<file path="config.mk">
export PLATFORM = sky130hd
export DESIGN_NAME = max_subtract
export DESIGN_NICKNAME = d
export VERILOG_FILES = /design/src/design/softmax_pkg.sv /design/src/design/max_subtract.sv
export SDC_FILE = /design/constraint.sdc
export NUM_CORES = 1
export LEC_CHECK = 0
export ABC_AREA = 1
export BUFFER_PORTS_ARGS = -buffer_cell sky130_fd_sc_hd__buf_2
export CAP_MARGIN = 10
export CORE_ASPECT_RATIO = 1.2
export CORE_MARGIN = 2
export CORE_UTILIZATION = 57
export CTS_BUF_LIST = sky130_fd_sc_hd__clkbuf_8
export CTS_CLUSTER_DIAMETER = 40
export DETAILED_ROUTE_END_ITERATION = 6
export GPL_ROUTABILITY_DRIVEN = 0
export PLACE_DENSITY = 0.82
export RECOVER_POWER = 25
export SLEW_MARGIN = 25
export SYNTH_ARGS = -nofsm -noshare
export SYNTH_HDL_FRONTEND = slang
export SYNTH_SLANG_ARGS = --single-unit
</file>
<file path="constraint.sdc">
create_clock -name clk -period 2.1 [get_ports clk]
set_input_delay 0 -clock clk [delete_from_list [all_inputs] [get_ports clk]]
set_output_delay 0 -clock clk [all_outputs]
set_load 0.005 [all_outputs]
</file>
<file path="src/design/softmax_pkg.sv">
package softmax_pkg;

  localparam int lane_width    = 16;
  localparam int num_lanes     = 4;
  localparam int addr_width    = 8;
  // cycles from last scan read until the running max is final
  localparam int settle_cycles = 2;
  localparam int settle_width  = 2;

  typedef logic signed [lane_width-1:0] lane_t;
  typedef logic [addr_width-1:0] addr_t;

  // lane 0 sits in the low bits
  typedef struct packed {
    lane_t [num_lanes-1:0] lane;
  } vec_t;

  typedef struct packed {
    addr_t start_addr;
    addr_t end_addr;
  } range_t;

  typedef struct packed {
    logic  valid;
    addr_t index;
    vec_t  lanes;
  } result_t;

  localparam lane_t lane_min = {1'b1, {(lane_width-1){1'b0}}};

  // controller phases
  localparam logic [2:0] phase_idle   = 3'd0;
  localparam logic [2:0] phase_scan   = 3'd1;
  localparam logic [2:0] phase_settle = 3'd2;
  localparam logic [2:0] phase_replay = 3'd3;
  localparam logic [2:0] phase_drain  = 3'd4;

endpackage

</file>
<file path="src/design/max_subtract.sv">
`timescale 1ns/1ps

module max_subtract (
  input  logic                 clk,
  input  logic                 reset,
  input  logic                 emit_en,
  input  softmax_pkg::addr_t   emit_index,
  input  softmax_pkg::vec_t    data,
  input  softmax_pkg::lane_t   max_value,
  output softmax_pkg::result_t result
);
  import softmax_pkg::*;

  vec_t diff;

  // max_value bounds every lane, so only the low side can overflow
  function automatic lane_t sat_sub(lane_t a, lane_t b);
    logic [lane_width:0] d;
    d = {a[lane_width-1], a} - {b[lane_width-1], b};
    if (d[lane_width] && !d[lane_width-1]) begin
      return lane_min;
    end
    return d[lane_width-1:0];
  endfunction

  function automatic logic all_nonpos(vec_t v);
    logic ok;
    ok = 1'b1;
    for (int i = 0; i < num_lanes; i++) begin
      if (!v.lane[i][lane_width-1] && v.lane[i] != '0) begin
        ok = 1'b0;
      end
    end
    return ok;
  endfunction

  always_comb begin
    for (int i = 0; i < num_lanes; i++) begin
      diff.lane[i] = sat_sub(data.lane[i], max_value);
    end
  end

  always_ff @(posedge clk) begin
    if (reset) begin
      result.valid <= 1'b0;
    end else begin
      result.valid <= emit_en;
    end
    if (emit_en) begin
      result.index <= emit_index;
      result.lanes <= diff;
    end
  end

  a_nonpos: assert property (@(posedge clk) disable iff (reset)
    result.valid |-> all_nonpos(result.lanes));

endmodule

</file>
==> key figures <==
Yosys
  – Mapped Nets: 1147
  – Ranking of synthesized cells by area: edfxtp_1 (30%), nand2_1 (17%), inv_1 (12%)
  – Post-synthesis instance area: 0.00712 mm²
  – Synth unique cells: 28
  – Yosys reg bits: 73
  – Synthesized area per cell: 7.21 µm²
  – Asr flop ratio synth: 0
  – Sequential share of the synthesized area: 0.306
  – Ys flop type: edfxtp_1
  – Post-synth EDFFs: 72
  – Cells after synthesis: 988
  – Yosys warns: 0
  – Synth area leader: edfxtp_1
  – Share of the synthesized area in the top cell type: 0.303

Finish
  – Filler cells: 1058
  – Diodes inserted: 0
  – Layout cells sized above 1: 0.247
  – Largest Register: result
  – Regs by FF count: result x73
  – FF/Latch Area: 0.00218 mm²
  – Final nets: 1329
  – Area of the multi-input gates: 0.00394 mm²
  – Non-Filler Instances: 1336
  – Max FFs per register: 73
  – Area grow syn2layout: 18.1%

Power and ir drop
  – Flop pwr share: 0.374
  – Pint: 0.00337 W
  – Power Total: 0.00523 W
  – Leak: 4.86 nW
  – P_sw: 0.00187 W
  – Cell Pwr Density: 622 mW/mm²
  – Switching portion of total power: 0.357
  – VDD IR max: 0.293 mV
  – Clk pwr share: 0.231
  – Combinational share of power: 0.395

Timing
  – Slew headroom: -0.166
  – Period utilization: 0.803
  – Worst Tran Pin Value: 1.75 ns
  – Final setup violation count: 0
  – RSZ-0062 raised after global routing: false
  – Final-report hold violation count: 0
  – Max-slew violation count: 74
  – Hold_ws: 0.144 ns
  – Setup TNS: 0 ns
  – Max Clock Freq: 0.593 GHz
  – Minimum clock period: 1.69 ns

Status
  – Status: finished, violations left
  – Failing checks: max-capacitance violations, max-slew violations

Critical path
  – CP Class: in -> reg
  – Buf+Inv Stages, Crit Path: 2
  – Data required, critical path: 2.19 ns
  – CP startpoint kind: input pin
  – CP max FO: 15
  – Crit. End Element: flip-flop
  – Critical path, cell by cell: buf_2 -> ha_1 -> fa_1 -> inv_1 -> nand3_1 -> nand2_1 -> nand2_1 -> nand2_1 -> nand2_1 -> nand2_1 -> nand2_2 -> nand2_4 -> a21oi_1
  – Worst-path cell with the longest stage delay: fa_1
  – CP arrival: 1.78 ns
  – Cell class contributing the biggest share of worst-path delay: simple AND/OR/NAND/NOR gates
  – Most used cell, CP: nand2_1
  – Crit-path max cell delay: 0.42 ns

Global route
  – Vias in the first global route: 6144
  – Largest net degree at the start of global routing: 74
  – Global-route wire length before repair: 27800 µm
  – Total track usage: 0.266
  – Overflow after GRT: 0
  – Initial antenna violation count: 1

Clock tree
  – H-tree depth: 3
  – Clock sinks: 73
  – CTS tree: yes
  – Cts repair resizes: 0
  – Clock-pin slew on the worst setup and hold paths: 0.08 ns
  – CTS Buf Count: 9
  – Postcts setup bufs: 0
  – Root Driver: clkbuf_8
  – Clk buf depth: 2

Floorplan
  – Die area: 0.0134 mm²
  – CORE AREA: 0.0122 mm²
  – Site row count: 44
  – Die W: 106 µm
  – Chip height: 126 µm
  – I/O pins: 164
  – Initial Util: 0.586

Drt
  – Via count: 6661
  – # DRC: 0
  – Starting DRT DRC Count: 243
  – Drt via density: 4.99
  – Final Routed Wirelength: 17600 µm
  – Wirelength per Cell: 13.2 µm
  – Remaining antenna violation count after routing: 0
  – Iteration count of the initial detailed-routing pass: 5

Min path
  – Hold Path Class: in -> reg
  – Hold Path Depth: 4
  – Endpoint, Worst Hold: result[48]
  – Hold path start: data[48]

Place
  – Placed Cells: 1311
  – # port buffers: 163
  – DP Wirelength: 14400 µm

Flow run
  – Max Cap Viol: 1
[metal layers]
layer,track usage,vias to the layer above,part of all wire
li1,-,3433,-
met1,0.318,2950,0.41
met2,0.468,228,0.49
met3,0.0468,48,0.061
met4,0.119,2,0.037
met5,0,-,0.00074
[worst min-delay path, cell delays in order]
cell,delay (ns)
buf_2,0.11
inv_1,0.05
ha_1,0.15
a21oi_2,0.03
[metrics by stage]
step	worst slack, ns	utilization	cell area [µm²]
global route	0.250	0.692	8420
floorplan	0.348	-	7120
CTS	0.432	0.693	8430
global placement	0.142	0.668	8120
finish	0.413	0.692	8420
detailed placement	0.0700	0.668	8120
[how the worst max path moves through the flow]
stage	start	to	slack, ns	cells past startpoint
after floorplan	data[16]	result[21]	0.35	14
after CTS	max_value[0]	result[16]	0.43	13
final	max_value[0]	result[16]	0.41	13
after detailed placement	max_value[0]	result[36]	0.07	13
after global placement	max_value[0]	result[37]	0.14	13
after global routing	max_value[0]	result[16]	0.25	13
[cells in the mapped netlist (8+ instances only)]
library cell  instances
a21oi_1              54
a21oi_2              40
edfxtp_1             72
ha_1                 64
inv_1               230
inv_2                 9
nand2_1             329
nand2_2              25
nand2_4              10
nand3_1              39
nand3_2              12
nand4_1               8
nor2_1               26
xor2_1               27
[what timing repair did]
| item | in CTS | in global routing |
|---|---|---|
| hold buffers | 9 | 0 |
| setup endpoints to repair | 0 | 0 |
| endpoints found under the hold margin | 9 | 0 |
[area by class of cell]
cell class	instances	share of cell area
Clock buffer	9	0.0147
Clock inverter	7	0.0113
Inverter	239	0.107
Multi-Input combinational cell	668	0.468
Sequential cell	73	0.259
Tap cell	161	0.0239
Timing Repair Buffer	179	0.117
[power by group through the flow]
stage                     clock network [W]  logic [W]  registers [W]
after global placement                    0    0.00200        0.00198
after floorplan                           0    0.00141        0.00202
after detailed placement                  0    0.00205        0.00199
after CTS                           0.00122    0.00207        0.00196
after global routing                0.00128    0.00232        0.00197
final                               0.00121    0.00207        0.00196
[cell usage in the layout (no fill, tap or decap), types with 4 or more instances in the layout]
| master | count |
|---|---|
| nor2_1 | 26 |
| nand3_1 | 39 |
| inv_2 | 9 |
| ha_1 | 64 |
| nand2_2 | 25 |
| fa_1 | 4 |
| edfxtp_1 | 72 |
| dlygate4sd3_1 | 9 |
| inv_1 | 230 |
| and2_1 | 5 |
| nor3_2 | 6 |
| nand2_1 | 329 |
| clkbuf_8 | 9 |
| buf_2 | 163 |
| nand4_1 | 8 |
| nor3_1 | 7 |
| buf_4 | 4 |
| xor2_1 | 27 |
| nand2_4 | 10 |
| a21boi_0 | 6 |
| nand3_2 | 12 |
| a21oi_2 | 40 |
| a21oi_1 | 54 |
[logic make-up after synthesis]
kind of cell	synth area share
buffers and inverters	0.141
DFF	0.306
and+or+nand+nor	0.297
AOI/OAI and AO/OA	0.0971
adders and majority gates	0.124
xor gates and xnor gates	0.0344
No activity file was read; power rests on OpenSTA's default activity.
