==> src/design/softmax_pkg.sv <==
package softmax_pkg;

  localparam int lane_width    = 16;
  localparam int num_lanes     = 4;
  localparam int addr_width    = 8;
  // cycles from last scan read until the running max is final
  localparam int settle_cycles = 2;
  localparam int settle_width  = 2;

  typedef logic signed [lane_width-1:0] lane_t;
  typedef logic [addr_width-1:0] addr_t;

  // lane 0 sits in the low bits
  typedef struct packed {
    lane_t [num_lanes-1:0] lane;
  } vec_t;

  typedef struct packed {
    addr_t start_addr;
    addr_t end_addr;
  } range_t;

  typedef struct packed {
    logic  valid;
    addr_t index;
    vec_t  lanes;
  } result_t;

  localparam lane_t lane_min = {1'b1, {(lane_width-1){1'b0}}};

  // controller phases
  localparam logic [2:0] phase_idle   = 3'd0;
  localparam logic [2:0] phase_scan   = 3'd1;
  localparam logic [2:0] phase_settle = 3'd2;
  localparam logic [2:0] phase_replay = 3'd3;
  localparam logic [2:0] phase_drain  = 3'd4;

endpackage

==> src/design/max_tree.sv <==
`timescale 1ns/1ps

module max_tree (
  input  logic               clk,
  input  logic               reset,
  input  logic               clear,
  input  logic               in_en,
  input  softmax_pkg::vec_t  in_data,
  output softmax_pkg::lane_t max_value
);
  import softmax_pkg::*;

  vec_t  in_q;
  logic  in_vld;
  lane_t max_01;
  lane_t max_23;
  lane_t word_max;
  lane_t max_q;

  function automatic lane_t lane_max(lane_t a, lane_t b);
    return (a > b) ? a : b;
  endfunction

  // stage 1 holds the scanned word
  always_ff @(posedge clk) begin
    if (reset) begin
      in_vld <= 1'b0;
    end else begin
      in_vld <= in_en;
    end
  end

  always_ff @(posedge clk) begin
    in_q <= in_data;
  end

  assign max_01   = lane_max(in_q.lane[0], in_q.lane[1]);
  assign max_23   = lane_max(in_q.lane[2], in_q.lane[3]);
  assign word_max = lane_max(max_01, max_23);

  // stage 2 folds into the running max
  always_ff @(posedge clk) begin
    if (reset || clear) begin
      max_q <= lane_min;
    end else if (in_vld) begin
      max_q <= lane_max(max_q, word_max);
    end
  end

  assign max_value = max_q;

endmodule

==> config.mk <==
export PLATFORM = sky130hd
export DESIGN_NAME = max_tree
export DESIGN_NICKNAME = d
export VERILOG_FILES = /design/src/design/softmax_pkg.sv /design/src/design/max_tree.sv
export SDC_FILE = /design/constraint.sdc
export NUM_CORES = 1
export LEC_CHECK = 0
export ABC_CLOCK_PERIOD_IN_PS = 17100
export BUFFER_PORTS_ARGS = -buffer_cell sky130_fd_sc_hd__buf_2
export CAP_MARGIN = 20
export CORE_ASPECT_RATIO = 0.8
export CORE_MARGIN = 1.5
export CORE_UTILIZATION = 29
export CTS_BUF_LIST = sky130_fd_sc_hd__clkbuf_2 sky130_fd_sc_hd__clkbuf_4 sky130_fd_sc_hd__clkbuf_8
export DETAILED_ROUTE_END_ITERATION = 7
export HOLD_SLACK_MARGIN = 0.06
export PLACE_DENSITY = 0.5
export SYNTH_ARGS = -nofsm -noshare
export SYNTH_HDL_FRONTEND = slang
export SYNTH_SLANG_ARGS = --single-unit
==> constraint.sdc <==
create_clock -name clk -period 17.1 [get_ports clk]
set_input_delay 5.13 -clock clk [delete_from_list [all_inputs] [get_ports clk]]
set_output_delay 5.13 -clock clk [all_outputs]
set_load 0.01 [all_outputs]
==> results.ini, run 1 <==
[cells_and_area]
layout_common_cells = buf_2 (83), dfxtp_1 (81), ha_1 (62)
fin_nets = 663
final_common_cell = buf_2
area_delta_synth_final_pct = 18.7
drive_gt1_share_pct = 25.8
antenna_cells = 0

[critical_path]
worstPathRequired_ns = 17.40
endpoint = max_value[1]$_SDFFE_PP0P_
r2r_slack_ns = 8.89
r2r_end = max_value[1]$_SDFFE_PP0P_
cpPeakStageDelay_ns = 0.61
cp.arrival_ns = 8.50
path_delay_family = compound AO/OA/AOI/OAI gates
rr_worst_depth = 33
r2r-start = in_q[63]$_DFF_P_
crit_start = in_q[63]$_DFF_P_
crit_cells = 33
cpMaxStageDelayCell = a311oi_2
path_buf_inv = 3
path_class = flip-flop to flip-flop
critPathMaxFanout = 16
endpoint_kind = flip-flop
cp-start-kind = flip-flop

[sta]
worst_pin_slew_ns = 0.798
skew_ns = 0.00585
finalHoldViolations = 0
slew_headroom_pct = 46.6
rsz0062_at_grt = false
final.period_utilization_pct = 48.0
drv_slew = 0
hold-worst-slack_ns = 0.497
setup_tns_ns = 0
min_period_ns = 8.21
fmax_mhz = 122
setup_viol = 0

[synthesis]
seq_area_frac_synth_pct = 37.7
syn_area_um2 = 4300
synthArstFlopShare_pct = 0
synth-seq-cells = 81
synth_top_area_share_pct = 37.7
syn_nets = 577
synth-main-ff-cell = dfxtp_1
synth-edff-count = 0
ys_warn_count = 0
synth_cells = 447
synth.area.top_cells = dfxtp_1 (38%), ha_1 (18%), inv_1 (4.5%)
synth_largest_area_cell = dfxtp_1
avgSynthCellArea_um2 = 9.62
ys_types = 59

[floorplanning]
dieWidth_um = 139
die_h_um = 112
io_pins = 84
rows = 39
core_region_area_um2 = 14400
dieArea_um2 = 15600
start_util_pct = 29.9

[placement]
port_buffers = 83
gp_congestion = 0.835
dp_hpwl_um = 9000

[clocking]
cts.htree.levels = 3
clock-sinks = 81
cts_tree = done
cts_buffer_depth = 2
ctsHoldBuffers = 0
cts_buffers = 9
clock_latency_ns = 0.37
postCtsSetupRepairBufs = 0
cts-root-buf = clkbuf_8
cts_resized = 0
clk_pin_slew_ns = 0.08

[global_routing]
antenna_found_initial = 0
grt_max_degree = 30
grt_pass1_vias = 3307
grt-ovfl-total = 0
track_usage_pct = 14.3
grt_pass1_wl_um = 16900

[power]
power-per-cell-area_nw_per_um2 = 109
power_leakage_nw = 2.52
peakVddDrop_mv = 0.0415

[routing]
drtIter0Drc = 175
via_count = 3442
drt-total-wl_um = 10700
wire_per_inst_um = 14.8
drt_first_pass_iters = 7
antenna_left = 0
vias_per_cell = 4.77
drc = 5

[run_status]
violations = DRC
outcome = complete, but fails checks

[run]
max-cap-violations = 0

[min_path]
min_path_type = flip-flop to flip-flop

==> logic make-up (layout without fill, tap and decap cells) <==
kind of cell	count (synthesis)	count (layout)	synth area share (%)
DFF	81	81	37.7
muxes	17	17	4.13
adders and majority gates	62	62	18.0
AOI/OAI and AO/OA	109	109	18.4
buffers and inverters	63	154	6.43
and+or+nand+nor	114	114	15.2
xor gates and xnor gates	1	1	0.204
==> state kept, by name, indices dropped and copies added, names as in the netlist <==
name,flops
in_q,64
max_value,16
in_vld,1
==> worst min-delay path by stage <==
stage	startpoint	slack, ns	depth (start not counted)	endpoint
floorplan	max_value[2]$_SDFFE_PP0P_	0.50	2	max_value[2]$_SDFFE_PP0P_
global placement	max_value[14]$_SDFFE_PP0P_	0.48	1	max_value[14]$_SDFFE_PP0P_
detailed placement	max_value[2]$_SDFFE_PP0P_	0.49	2	max_value[2]$_SDFFE_PP0P_
CTS	max_value[2]$_SDFFE_PP0P_	0.50	2	max_value[2]$_SDFFE_PP0P_
global route	max_value[1]$_SDFFE_PP0P_	0.53	2	max_value[1]$_SDFFE_PP0P_
finish	max_value[2]$_SDFFE_PP0P_	0.50	2	max_value[2]$_SDFFE_PP0P_
==> stage by stage <==
| stage | instances | area [um^2] | util, % | power [mW] | setup slack [ns] |
|---|---|---|---|---|---|
| after floorplan | 447 | 4300 | - | 0.369 | 9.74 |
| after global placement | 704 | 4880 | 33.9 | 0.416 | 9.06 |
| after detailed placement | 705 | 4890 | 34.0 | 0.420 | 8.98 |
| after CTS | 721 | 5090 | 35.4 | 0.563 | 8.93 |
| after global routing | 722 | 5100 | 35.5 | 0.599 | 8.25 |
| final | 722 | 5100 | 35.5 | 0.558 | 8.89 |
==> worst register-to-register path, delay by kind of cell (launching register included) <==
kind	cells	cell delay (ns)
compound gates	17	3.75
xor+xnor	1	0.14
fa+ha+maj	3	1.06
buf+inv	3	0.62
flops	1	0.33
mux	1	0.40
simple gates	8	1.81
==> layer usage <==
metal | share of wire (%) | track usage [%]
met1 | 52 | 20.1
met2 | 40 | 20.6
met3 | 6.1 | 4.09
met4 | 1.8 | 5.18
met5 | 0 | 0
==> synth_stat cells, types with 3 or more instances <==
cell / number
o211ai_1: 5
nor2b_1: 7
o21a_1: 5
nand3_1: 7
nand3_2: 9
a211oi_1: 4
inv_1: 51
mux2i_1: 14
a21oi_1: 32
dfxtp_1: 81
nand2_1: 26
nor3_1: 6
a32o_1: 13
o21ai_2: 8
buf_6: 3
ha_1: 62
nor2_1: 26
clkbuf_1: 5
o21ai_0: 13
a21o_1: 9
nand4_1: 13
nor3_2: 3
==> cell type report <==
| type | instances | area [um^2] |
|---|---|---|
| clock buffers | 10 | 131 |
| clock inverters | 6 | 67.6 |
| fillers | 1429 | 9290 |
| inverters | 51 | 191 |
| multi-input cells | 303 | 2410 |
| flip-flops and latches | 81 | 1620 |
| well taps | 184 | 230 |
| repair buffers | 87 | 453 |
==> report_power, final <==
group          internal (mW)  switching (mW)
logic                 0.0834           0.128
registers              0.200         0.00720
clock network         0.0694          0.0703
total                  0.353           0.205
Note: power is estimated with default switching activity, not from simulation.
==> inputs of run 2 (changes only) <==
ABC_CLOCK_PERIOD_IN_PS = 8200   (was 17100)
clock period = 8.2 ns   (was 17.1 ns; I/O delays follow)
==> run 2 against run 1 <==
Against the previous run:
- design area grew 0.12%
- critical endpoint is now max_value[9]$_SDFFE_PP0P_
- the run still ends with DRC left
- wire length rose by 1.9%
- sequential power rose by 110%
- cell count did not move
- critical path depth is 3 lower
- die area is the same
- hold slack improved by 0.0075 ns
- count of clock-buffer cells in the layout up 4
==> results.ini, run 2 (synthesized netlist as in run 1, its figures left out) <==
[power]
power_leakage_nw = 2.53  ; +0.32%
p_total_mw = 1.17  ; +110%
peakVddDrop_mv = 0.103  ; +150%
power-per-cell-area_nw_per_um2 = 229  ; +110%

[routing]
drt-total-wl_um = 10900  ; +1.9%
drc = 5  ; unchanged
vias_per_cell = 4.80  ; +0.58%
via_count = 3462  ; +0.58%
wire_per_inst_um = 15.1  ; +1.9%
drt_first_pass_iters = 7  ; unchanged
antenna_left = 0  ; unchanged
drtIter0Drc = 200  ; +14%

[clocking]
cts_buffer_depth = 2  ; unchanged
clock-sinks = 81  ; unchanged
cts.htree.levels = 3  ; unchanged
clock_latency_ns = 0.38  ; about the same
ctsHoldBuffers = 0  ; unchanged
cts-root-buf = clkbuf_8
clk_pin_slew_ns = 0.07  ; about the same
cts_tree = done
cts_buffers = 9  ; unchanged

[run_status]
outcome = complete, but fails checks
violations = DRC

[floorplanning]
rows = 39  ; unchanged
dieArea_um2 = 15600  ; unchanged
start_util_pct = 29.9  ; unchanged
dieWidth_um = 139  ; unchanged
die_h_um = 112  ; unchanged
io_pins = 84  ; unchanged
core_region_area_um2 = 14400  ; unchanged

[critical_path]
path_buf_inv = 1  ; -2
endpoint_kind = flip-flop
worstPathRequired_ns = 8.47  ; -8.93 ns
cp.arrival_ns = 7.81  ; -0.69 ns
cp-start-kind = flip-flop
path_delay_family = compound AO/OA/AOI/OAI gates
r2r_end = max_value[9]$_SDFFE_PP0P_
crit_start = in_q[63]$_DFF_P_
r2r-start = in_q[63]$_DFF_P_
path_class = flip-flop to flip-flop
r2r_slack_ns = 0.66  ; -8.23 ns
critPathMaxFanout = 16  ; unchanged
cpPeakStageDelay_ns = 0.60  ; about the same
rr_worst_depth = 30  ; -9.1%
cpMaxStageDelayCell = or4_4

[global_routing]
grt_pass1_vias = 3415  ; +3.3%
grt-ovfl-total = 0  ; unchanged
grt_max_degree = 18  ; -40%
antenna_found_initial = 0  ; unchanged
grt_pass1_wl_um = 17700  ; +4.6%
track_usage_pct = 14.8  ; +0.53 points

[placement]
dp_hpwl_um = 9090  ; +0.99%
port_buffers = 83  ; unchanged
pre_cts_ws_ns = 0.457  ; -8.52 ns
gp_congestion = 0.852  ; +2.0%

[run]
max-cap-violations = 0  ; unchanged

[sta]
rsz0062_at_grt = false
hold-worst-slack_ns = 0.505  ; +0.00751 ns
setup_viol = 0  ; unchanged
skew_ns = 0.00359  ; -0.00226 ns
timing.final.ws_setup_ns = 0.665  ; -8.23 ns
final.period_utilization_pct = 91.9  ; +44 points
drv_slew = 0  ; unchanged
fmax_mhz = 133  ; +8.9%
finalHoldViolations = 0  ; unchanged
setup_tns_ns = 0  ; unchanged
min_period_ns = 7.54  ; -0.670 ns
worst_pin_slew_ns = 0.634  ; -0.164 ns
slew_headroom_pct = 57.5  ; +11 points

[cells_and_area]
largest_reg_flops = 64  ; unchanged
final_common_cell = buf_2
antenna_cells = 0  ; unchanged
fin_nets = 664  ; +0.15%
nFillCells = 1493  ; +4.5%
layout_common_cells = buf_2 (83), dfxtp_1 (81), ha_1 (62)
drive_gt1_share_pct = 26.0  ; +0.19 points
top_register = in_q
area_delta_synth_final_pct = 18.8

[min_path]
min_path_cells = 2  ; unchanged
hold_path_startpoint = max_value[2]$_SDFFE_PP0P_
min_path_type = flip-flop to flip-flop
min_to = max_value[2]$_SDFFE_PP0P_

run 2: worst max path at each step:
stage	to	depth (start not counted)	slack, ns
final	max_value[9]$_SDFFE_PP0P_	30	0.66
after global routing	max_value[12]$_SDFFE_PP0P_	30	0.03
after CTS	max_value[9]$_SDFFE_PP0P_	30	0.39
after detailed placement	max_value[9]$_SDFFE_PP0P_	30	0.46
after global placement	max_value[0]$_SDFFE_PP0P_	30	0.76
after floorplan	max_value[1]$_SDFFE_PP0P_	33	0.84
run 2: worst reg2reg max path: cells and delay by family (launching register included):
family	cells	cell delay, ns
xor gates and xnor gates	1	0.16
adders and majority gates	3	0.99
muxes	1	0.39
AOI/OAI and AO/OA	16	3.39
DFF	1	0.33
and+or+nand+nor	8	2.14
buffers and inverters	1	0.04
run 2: cell type report:
class,count,area [um^2],area share [%]
clock buffer,14,193,3.77
clock inverter,1,7.51,0.147
timing repair buffer,88,453,8.86
tap,184,230,4.50
sequential,81,1620,31.7
inverter,51,191,3.75
multi-input combinational,303,2410,47.2
run 2: power breakdown:
group / internal, mW / switching [mW] / total, mW
sequential: 0.417 / 0.0152 / 0.432
combinational: 0.178 / 0.272 / 0.450
clock: 0.150 / 0.138 / 0.288
total: 0.744 / 0.425 / 1.17
run 2: what timing repair did:
action / CTS / global route
endpoints found under the setup margin: 0 / 16
resized for setup: 0 / 2
buffers inserted: 0 / 0
run 2: routing by layer:
layer / vias to the layer above / part of all wire (%) / wire length, um / global-route usage (%)
li1: 1776 / - / - / -
met1: 1594 / 53 / 5800 / 21.6
met2: 85 / 41 / 4450 / 21.0
met3: 7 / 4.9 / 528 / 4.04
met4: 0 / 0.94 / 102 / 4.47
met5: - / 0 / 0 / 0
run 2: through the flow:
stage          utilization, %  cell area, um^2  std cells
4_1_cts                  35.5             5110        722
2_1_floorplan               -             4300        447
3_5_place_dp             34.1             4910        707
5_1_grt                  35.5             5110        722
6_report                 35.5             5110        722
3_3_place_gp             34.1             4910        707
