===== config.mk =====
export PLATFORM = sky130hd
export DESIGN_NAME = softmax_ctrl
export DESIGN_NICKNAME = d
export VERILOG_FILES = /design/src/design/softmax_pkg.sv /design/src/design/softmax_ctrl.sv
export SDC_FILE = /design/constraint.sdc
export NUM_CORES = 1
export LEC_CHECK = 0
export BUFFER_PORTS_ARGS = -buffer_cell sky130_fd_sc_hd__buf_2
export CORE_MARGIN = 5
export CORE_UTILIZATION = 60
export DETAILED_ROUTE_END_ITERATION = 8
export PLACE_DENSITY = 0.82
export SKIP_CTS_REPAIR_TIMING = 1
export SLEW_MARGIN = 20
export SYNTH_ARGS = -nofsm -noshare
export SYNTH_HDL_FRONTEND = slang
export SYNTH_SLANG_ARGS = --single-unit

===== constraint.sdc =====
create_clock -name clk -period 7 [get_ports clk]
set_input_delay 1.4 -clock clk [delete_from_list [all_inputs] [get_ports clk]]
set_output_delay 1.4 -clock clk [all_outputs]
set_load 0.01 [all_outputs]

===== src/design/softmax_pkg.sv =====
package softmax_pkg;

  localparam int lane_width    = 16;
  localparam int num_lanes     = 4;
  localparam int addr_width    = 8;
  // cycles from last scan read until the running max is final
  localparam int settle_cycles = 2;
  localparam int settle_width  = 2;

  typedef logic signed [lane_width-1:0] lane_t;
  typedef logic [addr_width-1:0] addr_t;

  // lane 0 sits in the low bits
  typedef struct packed {
    lane_t [num_lanes-1:0] lane;
  } vec_t;

  typedef struct packed {
    addr_t start_addr;
    addr_t end_addr;
  } range_t;

  typedef struct packed {
    logic  valid;
    addr_t index;
    vec_t  lanes;
  } result_t;

  localparam lane_t lane_min = {1'b1, {(lane_width-1){1'b0}}};

  // controller phases
  localparam logic [2:0] phase_idle   = 3'd0;
  localparam logic [2:0] phase_scan   = 3'd1;
  localparam logic [2:0] phase_settle = 3'd2;
  localparam logic [2:0] phase_replay = 3'd3;
  localparam logic [2:0] phase_drain  = 3'd4;

endpackage


===== src/design/softmax_ctrl.sv =====
`timescale 1ns/1ps

module softmax_ctrl (
  input  logic                clk,
  input  logic                reset,
  input  logic                init,
  input  logic                start,
  input  softmax_pkg::range_t range,
  output softmax_pkg::addr_t  mem_addr,
  output logic                scan_en,
  output softmax_pkg::addr_t  rd_addr,
  output logic                rd_en,
  output logic                clear,
  output logic                emit_en,
  output softmax_pkg::addr_t  emit_index,
  output logic                done
);
  import softmax_pkg::*;

  logic [2:0]              phase;
  range_t                  range_q;
  addr_t                   scan_ptr;
  addr_t                   rd_ptr;
  addr_t                   last_addr;
  logic [settle_width-1:0] settle_cnt;
  logic                    start_ok;
  logic                    last_rd;
  logic                    last_d1;
  logic                    last_d2;

  assign start_ok  = start && (phase == phase_idle);
  assign last_addr = range_q.end_addr - addr_t'(1);

  assign mem_addr = scan_ptr;
  assign scan_en  = (phase == phase_scan);
  assign rd_addr  = rd_ptr;
  assign rd_en    = (phase == phase_replay);
  assign clear    = start_ok;
  assign last_rd  = rd_en && (rd_ptr == last_addr);

  // new range only between runs
  always_ff @(posedge clk) begin
    if (reset) begin
      range_q <= '0;
    end else if (init && phase == phase_idle) begin
      range_q <= range;
    end
  end

  always_ff @(posedge clk) begin
    if (reset) begin
      phase      <= phase_idle;
      scan_ptr   <= '0;
      rd_ptr     <= '0;
      settle_cnt <= '0;
    end else begin
      case (phase)
        phase_idle: begin
          if (start_ok) begin
            phase    <= phase_scan;
            scan_ptr <= range_q.start_addr;
          end
        end
        phase_scan: begin
          if (scan_ptr == last_addr) begin
            phase      <= phase_settle;
            settle_cnt <= '0;
          end else begin
            scan_ptr <= scan_ptr + addr_t'(1);
          end
        end
        // let the max tree fold in the last words
        phase_settle: begin
          if (settle_cnt == settle_width'(settle_cycles - 1)) begin
            phase  <= phase_replay;
            rd_ptr <= range_q.start_addr;
          end else begin
            settle_cnt <= settle_cnt + 1'b1;
          end
        end
        phase_replay: begin
          if (rd_ptr == last_addr) begin
            phase <= phase_drain;
          end else begin
            rd_ptr <= rd_ptr + addr_t'(1);
          end
        end
        phase_drain: begin
          if (last_d2) begin
            phase <= phase_idle;
          end
        end
        default: phase <= phase_idle;
      endcase
    end
  end

  // emit lines up with the registered buffer read, done trails the last result
  always_ff @(posedge clk) begin
    if (reset) begin
      emit_en <= 1'b0;
      last_d1 <= 1'b0;
      last_d2 <= 1'b0;
      done    <= 1'b0;
    end else begin
      emit_en <= rd_en;
      last_d1 <= last_rd;
      last_d2 <= last_d1;
      done    <= last_d2;
    end
  end

  always_ff @(posedge clk) begin
    emit_index <= rd_ptr - range_q.start_addr;
  end

  a_scan_in_range: assert property (@(posedge clk) disable iff (reset)
    scan_en |-> (mem_addr >= range_q.start_addr) && (mem_addr < range_q.end_addr));

  a_range_order: assert property (@(posedge clk) disable iff (reset)
    start_ok |-> range_q.end_addr > range_q.start_addr);

endmodule


==> out/results.ini, run 1 <==
[die]
die_h_um = 78.77
coreArea_um2 = 4661
die-width_um = 78.77
num_rows = 25
start_util_pct = 60.89
ios = 49
dieArea_um2 = 6205

[clock_network]
path_clk_slew_ps = 100
root_buffer = clkbuf_8
cts_buffer_depth = 2
cts_tree = built
h-tree-depth = 2
clkSinkCount = 49
worstSkewPairLatency_ps = 310
cts-buffers-inserted = 5

[critical_path]
r2r_start = range_q[0]$_SDFFE_PP0P_
crit_type = input port to primary output
path_cells = buf_2, nand2_1, inv_1, buf_2
critical-path-max-stage-delay_ps = 350
cp.arrival_ps = 2160
setup.worst_path.start = start
critPathTopFamily = buffers and inverters
critical_path.max_fanout = 13
startpoint_type = input port
crit_top_cell = buf_2
cpMaxStageDelayCell = inv_1
critPathBufInv = 3
end_kind = primary output
cp.required_ps = 5600

[routing]
wl_mm = 6.519
drtAntennaViolNets = 0
firstDrtPassIters = 4
vias = 2578
post_drt_wl_per_cell_um = 15.02
drc = 0
viasPerCell = 5.940
first_iter_violations = 155

[power_and_ir_drop]
power.leakage_nw = 1.333
irDropWorstVdd_mv = 0.09461
power.internal_uw = 437.8
clockPowerShare_pct = 27.0
p_seq_share_pct = 50.2
switching_share_pct = 31.64
p_comb_share_pct = 22.8
power_density_nw_per_um2 = 202.3
switchingPower_uw = 202.6

[synth]
yosys_warnings = 0
avgSynthCellArea_um2 = 8.297
synth_fp_nets = 374
yosys_most_used_dff = dfxtp_1
ys_types = 59
synth_edf_count = 0
synth_seq_cells = 49
synth_area_um2 = 2838
postSynth.asyncResetShare_pct = 0
synth-seq-area-share_pct = 34.57
syn_inst = 342

[global_route]
antenna_found_initial = 0
first_global_vias = 2373
grt_pass1_wl_mm = 10.81
grt_max_degree = 46
track_usage_pct = 21.72
overflow = 0

[timing]
timing.final.ws_setup_ps = 3440
clock.fmax_mhz = 280.9
drv_slew = 0
clock_skew_ps = 13.56
setup_viol = 0
slew_headroom_pct = 47.23
tightest_slew_ps = 791.6
rsz0062_at_grt = false
finalHoldViolations = 0
finalCritPeriodShare_pct = 50.86
fin_setup_tns_ps = 0
holdWs_ps = 459.4
layout_min_cycle_time_ps = 3560

[final_layout]
postLayoutCellArea_um2 = 3166
area_growth_pct = 11.55
num_antenna_cells = 0
layout-drive-gt1-share_pct = 17.89
layout_common_cells = nand2_1, dfxtp_1, buf_2
final_common_cell = nand2_1
fin_nets = 411

[placement]
port_buffers = 48
place_ws_ps = 3448
placed_cell_area_um2 = 3078
gp_congestion = 0.8355
dpl.hpwl_mm = 4.853

[hold_path]
hp-start = last_d1$_SDFF_PP0_
hold_path_class = flop to flop

[outcome]
status = finished, final reports clean

[job]
max_cap_viol_count = 0

==> registers in the layout, indices dropped and copies added (netlist names) <==
signal / count
last_d2: 1
phase: 3
mem_addr: 8
done: 1
range_q: 16
settle_cnt: 2
rd_addr: 8
emit_index: 8
last_d1: 1
emit_en: 1
==> path summary, 6_finish.rpt <==
path	end	slack [ps]	cells past startpoint
setup / recovery	clear	3440	4
hold / removal	last_d2$_SDFF_PP0_	460	1
setup reg to reg	rd_addr[6]$_SDFFE_PP0P_	4320	8
hold reg to reg	last_d2$_SDFF_PP0_	460	1
==> area by class of cell <==
type / count / area (µm²)
Multi-Input combinational cell: 256 / 1718
Tap cell: 54 / 67.56
Clock inverter: 2 / 15.01
Timing Repair Buffer: 48 / 240.2
Inverter: 19 / 71.32
Clock buffer: 6 / 72.57
Sequential cell: 49 / 980.9
Fill cell: 416 / 1495
==> stage by stage <==
| step | cells | utilization (%) | power [mW] |
|---|---|---|---|
| floorplan | 342 | - | 0.4339 |
| global placement | 426 | 66.04 | 0.4693 |
| detailed placement | 426 | 66.04 | 0.4743 |
| CTS | 434 | 67.92 | 0.6400 |
| global route | 434 | 67.92 | 0.6708 |
| finish | 434 | 67.92 | 0.6405 |
==> synthesized netlist by cell type (5+ instances only) <==
| master | number | area share, % |
|---|---|---|
| nor2b_1 | 6 | 1.3 |
| nor3_1 | 6 | 1.1 |
| a21oi_1 | 29 | 5.1 |
| nor2_1 | 26 | 3.4 |
| nand4_1 | 7 | 1.5 |
| o21ai_0 | 9 | 1.6 |
| nand3_1 | 5 | 0.88 |
| or3_1 | 7 | 1.5 |
| nand2_1 | 50 | 6.6 |
| clkbuf_1 | 17 | 2.2 |
| o211ai_1 | 5 | 1.3 |
| xnor2_1 | 16 | 4.9 |
| ha_1 | 11 | 4.9 |
| inv_1 | 19 | 2.5 |
| nand2b_1 | 7 | 1.5 |
| dfxtp_1 | 49 | 35 |
==> per-layer routing <==
layer	track usage [%]	up-vias	part of all wire (%)
li1	-	1279	-
met1	28.27	1185	43
met2	35.99	102	47
met3	3.175	12	7.5
met4	9.091	0	2.1
met5	0	-	0
==> power groups by stage <==
stage / Combinational (mW) / Clock [mW] / Sequential, mW
global route: 0.162 / 0.184 / 0.325
global placement: 0.142 / 0 / 0.328
CTS: 0.147 / 0.171 / 0.322
floorplan: 0.107 / 0 / 0.327
finish: 0.146 / 0.173 / 0.322
detailed placement: 0.146 / 0 / 0.328
==> kinds of logic after synthesis <==
| family | synth area share, % |
|---|---|
| and+or+nand+nor | 25.22 |
| AOI/OAI and AO/OA | 18.21 |
| DFF | 34.57 |
| buffers and inverters | 4.894 |
| xor gates and xnor gates | 9.347 |
| adders and majority gates | 5.556 |
| muxes | 2.205 |
Note: power is estimated with default switching activity, not from simulation.
==> inputs of run 2 (changes only) <==
Settings changed: CORE_UTILIZATION 60 to 56, PLACE_DENSITY 0.82 to 0.77.
Clock period 7 ns to 3.4 ns, I/O delays scaled along.
==> run 2 against run 1 <==
Compared with the run above:
- final area is 1.5% higher
- critical path depth is 4 higher
- die area is 6.2% higher
- largest cell class unchanged
==> out/results.ini, run 2 (synthesis gave the netlist of run 1 again) <==
[final_layout]
layout_common_cells = nand2_1, dfxtp_1, buf_2
layout-drive-gt1-share_pct = 17.89
largest_reg_flops = 16
num_antenna_cells = 0
n_fill_cell = 474
top_register = range_q
fin_nets = 411
fin_cells = 450
area_growth_pct = 13.27
final_common_cell = nand2_1

[timing]
setup_viol = 0
finalHoldViolations = 0
rsz0062_at_grt = false
clock_skew_ps = 7.684
fin_setup_tns_ps = 0
tightest_slew_ps = 810.3
slew_headroom_pct = 45.98
finalCritPeriodShare_pct = 77.55
clock.fmax_mhz = 379.2
layout_min_cycle_time_ps = 2637
drv_slew = 0

[power_and_ir_drop]
p_comb_share_pct = 21.8
clockPowerShare_pct = 31.1
p_seq_share_pct = 47.1
power.internal_uw = 996.7
switching_share_pct = 29.28
switchingPower_uw = 412.7
power_density_nw_per_um2 = 438.5
power.leakage_nw = 1.354
irDropWorstVdd_mv = 0.2801

[critical_path]
crit_type = flop to flop
critical_path.max_fanout = 9
end_kind = flop
critical-path-max-stage-delay_ps = 400
critPathTopFamily = simple AND/OR/NAND/NOR gates
cp.arrival_ps = 2830
cp.required_ps = 3590
cpMaxStageDelayCell = dfxtp_1
startpoint_type = flop
critPathBufInv = 1
path_cells = inv_1, ha_1, nor3b_1, xnor3_1, and4b_1, nand4_1, and4_1, a2111oi_0

[routing]
viasPerCell = 5.733
post_drt_wl_per_cell_um = 15.16
wl_mm = 6.821
vias = 2580
first_iter_violations = 237
drc = 0
firstDrtPassIters = 4
drtAntennaViolNets = 0

[global_route]
track_usage_pct = 21.76
grt_pass1_wl_mm = 11.21
first_global_vias = 2284
grt_max_degree = 46
overflow = 0
antenna_found_initial = 0

[clock_network]
root_buffer = clkbuf_8
cts_tree = built
cts_buffer_depth = 2
clkSinkCount = 49
h-tree-depth = 2
path_clk_slew_ps = 90
worstSkewPairLatency_ps = 300
cts-buffers-inserted = 5

[die]
dieArea_um2 = 6591
ios = 49
die_h_um = 81.19
start_util_pct = 56.64
coreArea_um2 = 5010
num_rows = 26
die-width_um = 81.19

[placement]
dp_cells = 442
port_buffers = 48
dpl.hpwl_mm = 5.046
gp_congestion = 0.9898

[outcome]
status = finished, final reports clean

[job]
max_cap_viol_count = 0

[hold_path]
hold_path_class = flop to flop

run 2: changes by cell type in the layout (fill, tap and decap cells not counted):
| cell | before | now |
|---|---|---|
| clkbuf_8 | 5 | 6 |
| clkinvlp_4 | 2 | 0 |
| bufinv_16 | 0 | 1 |
run 2: power by group through the flow:
stage | Clock (mW) | Sequential [mW] | Combinational [mW]
floorplan | 0 | 0.674 | 0.219
global placement | 0 | 0.676 | 0.301
detailed placement | 0 | 0.676 | 0.307
CTS | 0.444 | 0.663 | 0.309
global route | 0.472 | 0.670 | 0.340
finish | 0.439 | 0.664 | 0.307
run 2: stage by stage:
stage	util, %	hold WS (ps)	cell area (µm²)	worst slack, ps	total power, mW
floorplan	-	413.8	2838	1026	0.8933
global placement	61.84	414.8	3098	930.8	0.9768
detailed placement	61.84	452.0	3098	841.7	0.9836
CTS	64.16	460.0	3214	814.4	1.416
global route	64.16	472.4	3214	558.6	1.483
finish	64.16	456.9	3214	763.2	1.409
run 2: area by class of cell:
| cell class | instances | area [µm²] | area share (%) |
|---|---|---|---|
| Inverter | 19 | 71.32 | 2.219 |
| Timing Repair Buffer | 48 | 240.2 | 7.474 |
| Tap cell | 70 | 87.58 | 2.725 |
| Clock buffer | 7 | 86.33 | 2.686 |
| Clock inverter | 1 | 30.03 | 0.9342 |
| Multi-Input combinational cell | 256 | 1718 | 53.45 |
| Sequential cell | 49 | 980.9 | 30.52 |
run 2: path summary, 6_finish.rpt:
kind / endpoint / start / slack (ps) / cells past startpoint
setup / recovery: rd_addr[6]$_SDFFE_PP0P_ / range_q[0]$_SDFFE_PP0P_ / 760 / 8
hold / removal: last_d2$_SDFF_PP0_ / last_d1$_SDFF_PP0_ / 460 / 1
setup reg to reg: rd_addr[6]$_SDFFE_PP0P_ / range_q[0]$_SDFFE_PP0P_ / 760 / 8
hold reg to reg: last_d2$_SDFF_PP0_ / last_d1$_SDFF_PP0_ / 460 / 1
run 2: worst register-to-register path, delay by kind of cell (launching register included):
family	cells	cell delay (ps)
AND/OR/NAND/NOR	4	1310
buffers and inverters	1	90
XOR/XNOR	1	190
AO/OA/AOI/OAI	1	320
adder cells (fa/ha/maj)	1	220
flip-flops	1	400
run 2: per-layer routing:
metal | vias to the layer above | track usage (%) | part of all wire (%)
met2 | 76 | 34.73 | 46
met1 | 1209 | 30.12 | 47
li1 | 1282 | - | -
met5 | - | 0 | 0
met3 | 13 | 3.548 | 4.9
met4 | 0 | 6.588 | 2.0
==> inputs of run 3 (changes only) <==
Settings changed: CORE_UTILIZATION 56 to 51, PLACE_DENSITY 0.77 to 0.74.
Clock period 3.4 ns to 2.1 ns, I/O delays scaled along.
==> run 3 against run 2 <==
Compared with the run above:
- the flow now finishes with violations (setup timing)
- largest cell class unchanged
- final area increased by 15%
- largest power group unchanged
- highest routed layer unchanged
- combinational power increased by 120%
- flip-flop and latch count did not move
- via count is 5.4% higher
- worst hold slack lost 120 ps
- critical endpoint is now mem_addr[2]$_SDFFE_PP0P_
==> out/results.ini, run 3 (synthesis gave the netlist of run 1 again) <==
[final_layout]
layout-drive-gt1-share_pct = 32.78
n_fill_cell = 445
layout_common_cells = nand2_1, buf_2, dfxtp_1, buf_4, a21oi_1
top_register = range_q
multiInputGateArea_um2 = 1871
final_common_cell = nand2_1
fin_nets = 457
num_antenna_cells = 0
largest_reg_flops = 16
seq_area_um2 = 988.4
area_growth_pct = 29.81

[clock_network]
cts_buffer_depth = 2
worstSkewPairLatency_ps = 310
path_clk_slew_ps = 90
cts-buffers-inserted = 5
cts_tree = built
root_buffer = clkbuf_8
h-tree-depth = 2
clkSinkCount = 49

[job]
max_cap_viol_count = 0

[routing]
wl_mm = 7.504
drc = 0
drtAntennaViolNets = 0
firstDrtPassIters = 4
viasPerCell = 5.484
first_iter_violations = 169
vias = 2720
post_drt_wl_per_cell_um = 15.13

[power_and_ir_drop]
fin_total_pwr_mw = 2.249
irDropWorstVdd_mv = 0.3127
power_density_nw_per_um2 = 610.5
power.leakage_nw = 1.617

[timing]
clock_skew_ps = 8.535
drv_slew = 0
tightest_slew_ps = 611.6
setup_viol = 20
clock.fmax_mhz = 430.0
layout_min_cycle_time_ps = 2326
timing.final.ws_setup_ps = -225.6
rsz0062_at_grt = true
finalHoldViolations = 0
slew_headroom_pct = 59.23
finalCritPeriodShare_pct = 110.7

[critical_path]
end_kind = flop
cp.required_ps = 2340
startpoint_type = flop
cp.arrival_ps = 2570
critical_path.max_fanout = 7
crit_type = flop to flop

[placement]
port_buffers = 48
dpl.hpwl_mm = 5.566
gp_congestion = 0.8593
place_ws_ps = -248.7

[die]
dieArea_um2 = 7156
die-width_um = 84.60
start_util_pct = 51.85
coreArea_um2 = 5473
die_h_um = 84.60
num_rows = 27
ios = 49

[global_route]
track_usage_pct = 20.76
grt_max_degree = 19
grt_pass1_wl_mm = 12.32
first_global_vias = 2592
antenna_found_initial = 0
overflow = 0

[outcome]
status = finished, violations left
violations = setup timing

[hold_path]
hold_path_class = input port to flop

## run 3: cell type report
| class | instances | share of cell area, % |
|---|---|---|
| Clock buffer | 5 | 1.868 |
| Clock inverter | 1 | 0.1359 |
| Inverter | 19 | 1.936 |
| Multi-Input combinational cell | 256 | 50.78 |
| Sequential cell | 49 | 26.83 |
| Tap cell | 72 | 2.446 |
| Timing Repair Buffer | 94 | 16.00 |
## run 3: metrics by stage
step                setup TNS, ps  util, %  area [µm²]  hold WS, ps  std cells
finish                      -2776    67.31        3684        339.7        496
global route                -5023    67.31        3684        347.8        496
global placement            -2009    62.37        3413        428.5        483
detailed placement          -3231    62.37        3413        443.7        483
CTS                         -3678    63.72        3487        340.6        489
floorplan                   -1241        -        2860        413.8        342
## run 3: worst paths after layout
| kind | start | to | slack (ps) | cells past startpoint |
|---|---|---|---|---|
| max | range_q[2]$_SDFFE_PP0P_ | mem_addr[2]$_SDFFE_PP0P_ | -230 | 9 |
| min | range[10] | range_q[10]$_SDFFE_PP0P_ | 340 | 3 |
| max reg2reg | range_q[2]$_SDFFE_PP0P_ | mem_addr[2]$_SDFFE_PP0P_ | -230 | 9 |
| min reg2reg | last_d1$_SDFF_PP0_ | last_d2$_SDFF_PP0_ | 450 | 1 |
## run 3: critical path, cell delays in order (launching register included)
cell and delay (ps):
dfxtp_4 340, or4_4 550, buf_4 170, nor2_4 90, xnor3_1 270, o21ai_4 150
nor2_8 90, buf_4 140, or3_1 290, a31oi_1 160
## run 3: metal layers
metal | vias up | wire, µm | global-route usage, %
met5 | - | 0 | 0
met4 | 0 | 173 | 7.050
met3 | 15 | 374 | 3.729
met2 | 73 | 3584 | 33.52
met1 | 1262 | 3371 | 27.89
li1 | 1370 | - | -
## run 3: report_power, final
part | internal [mW] | switching, mW | total, mW | leakage, nW
Combinational | 0.320 | 0.341 | 0.661 | 1.17
Clock | 0.220 | 0.313 | 0.533 | 0.0399
Sequential | 1.00 | 0.0551 | 1.06 | 0.403
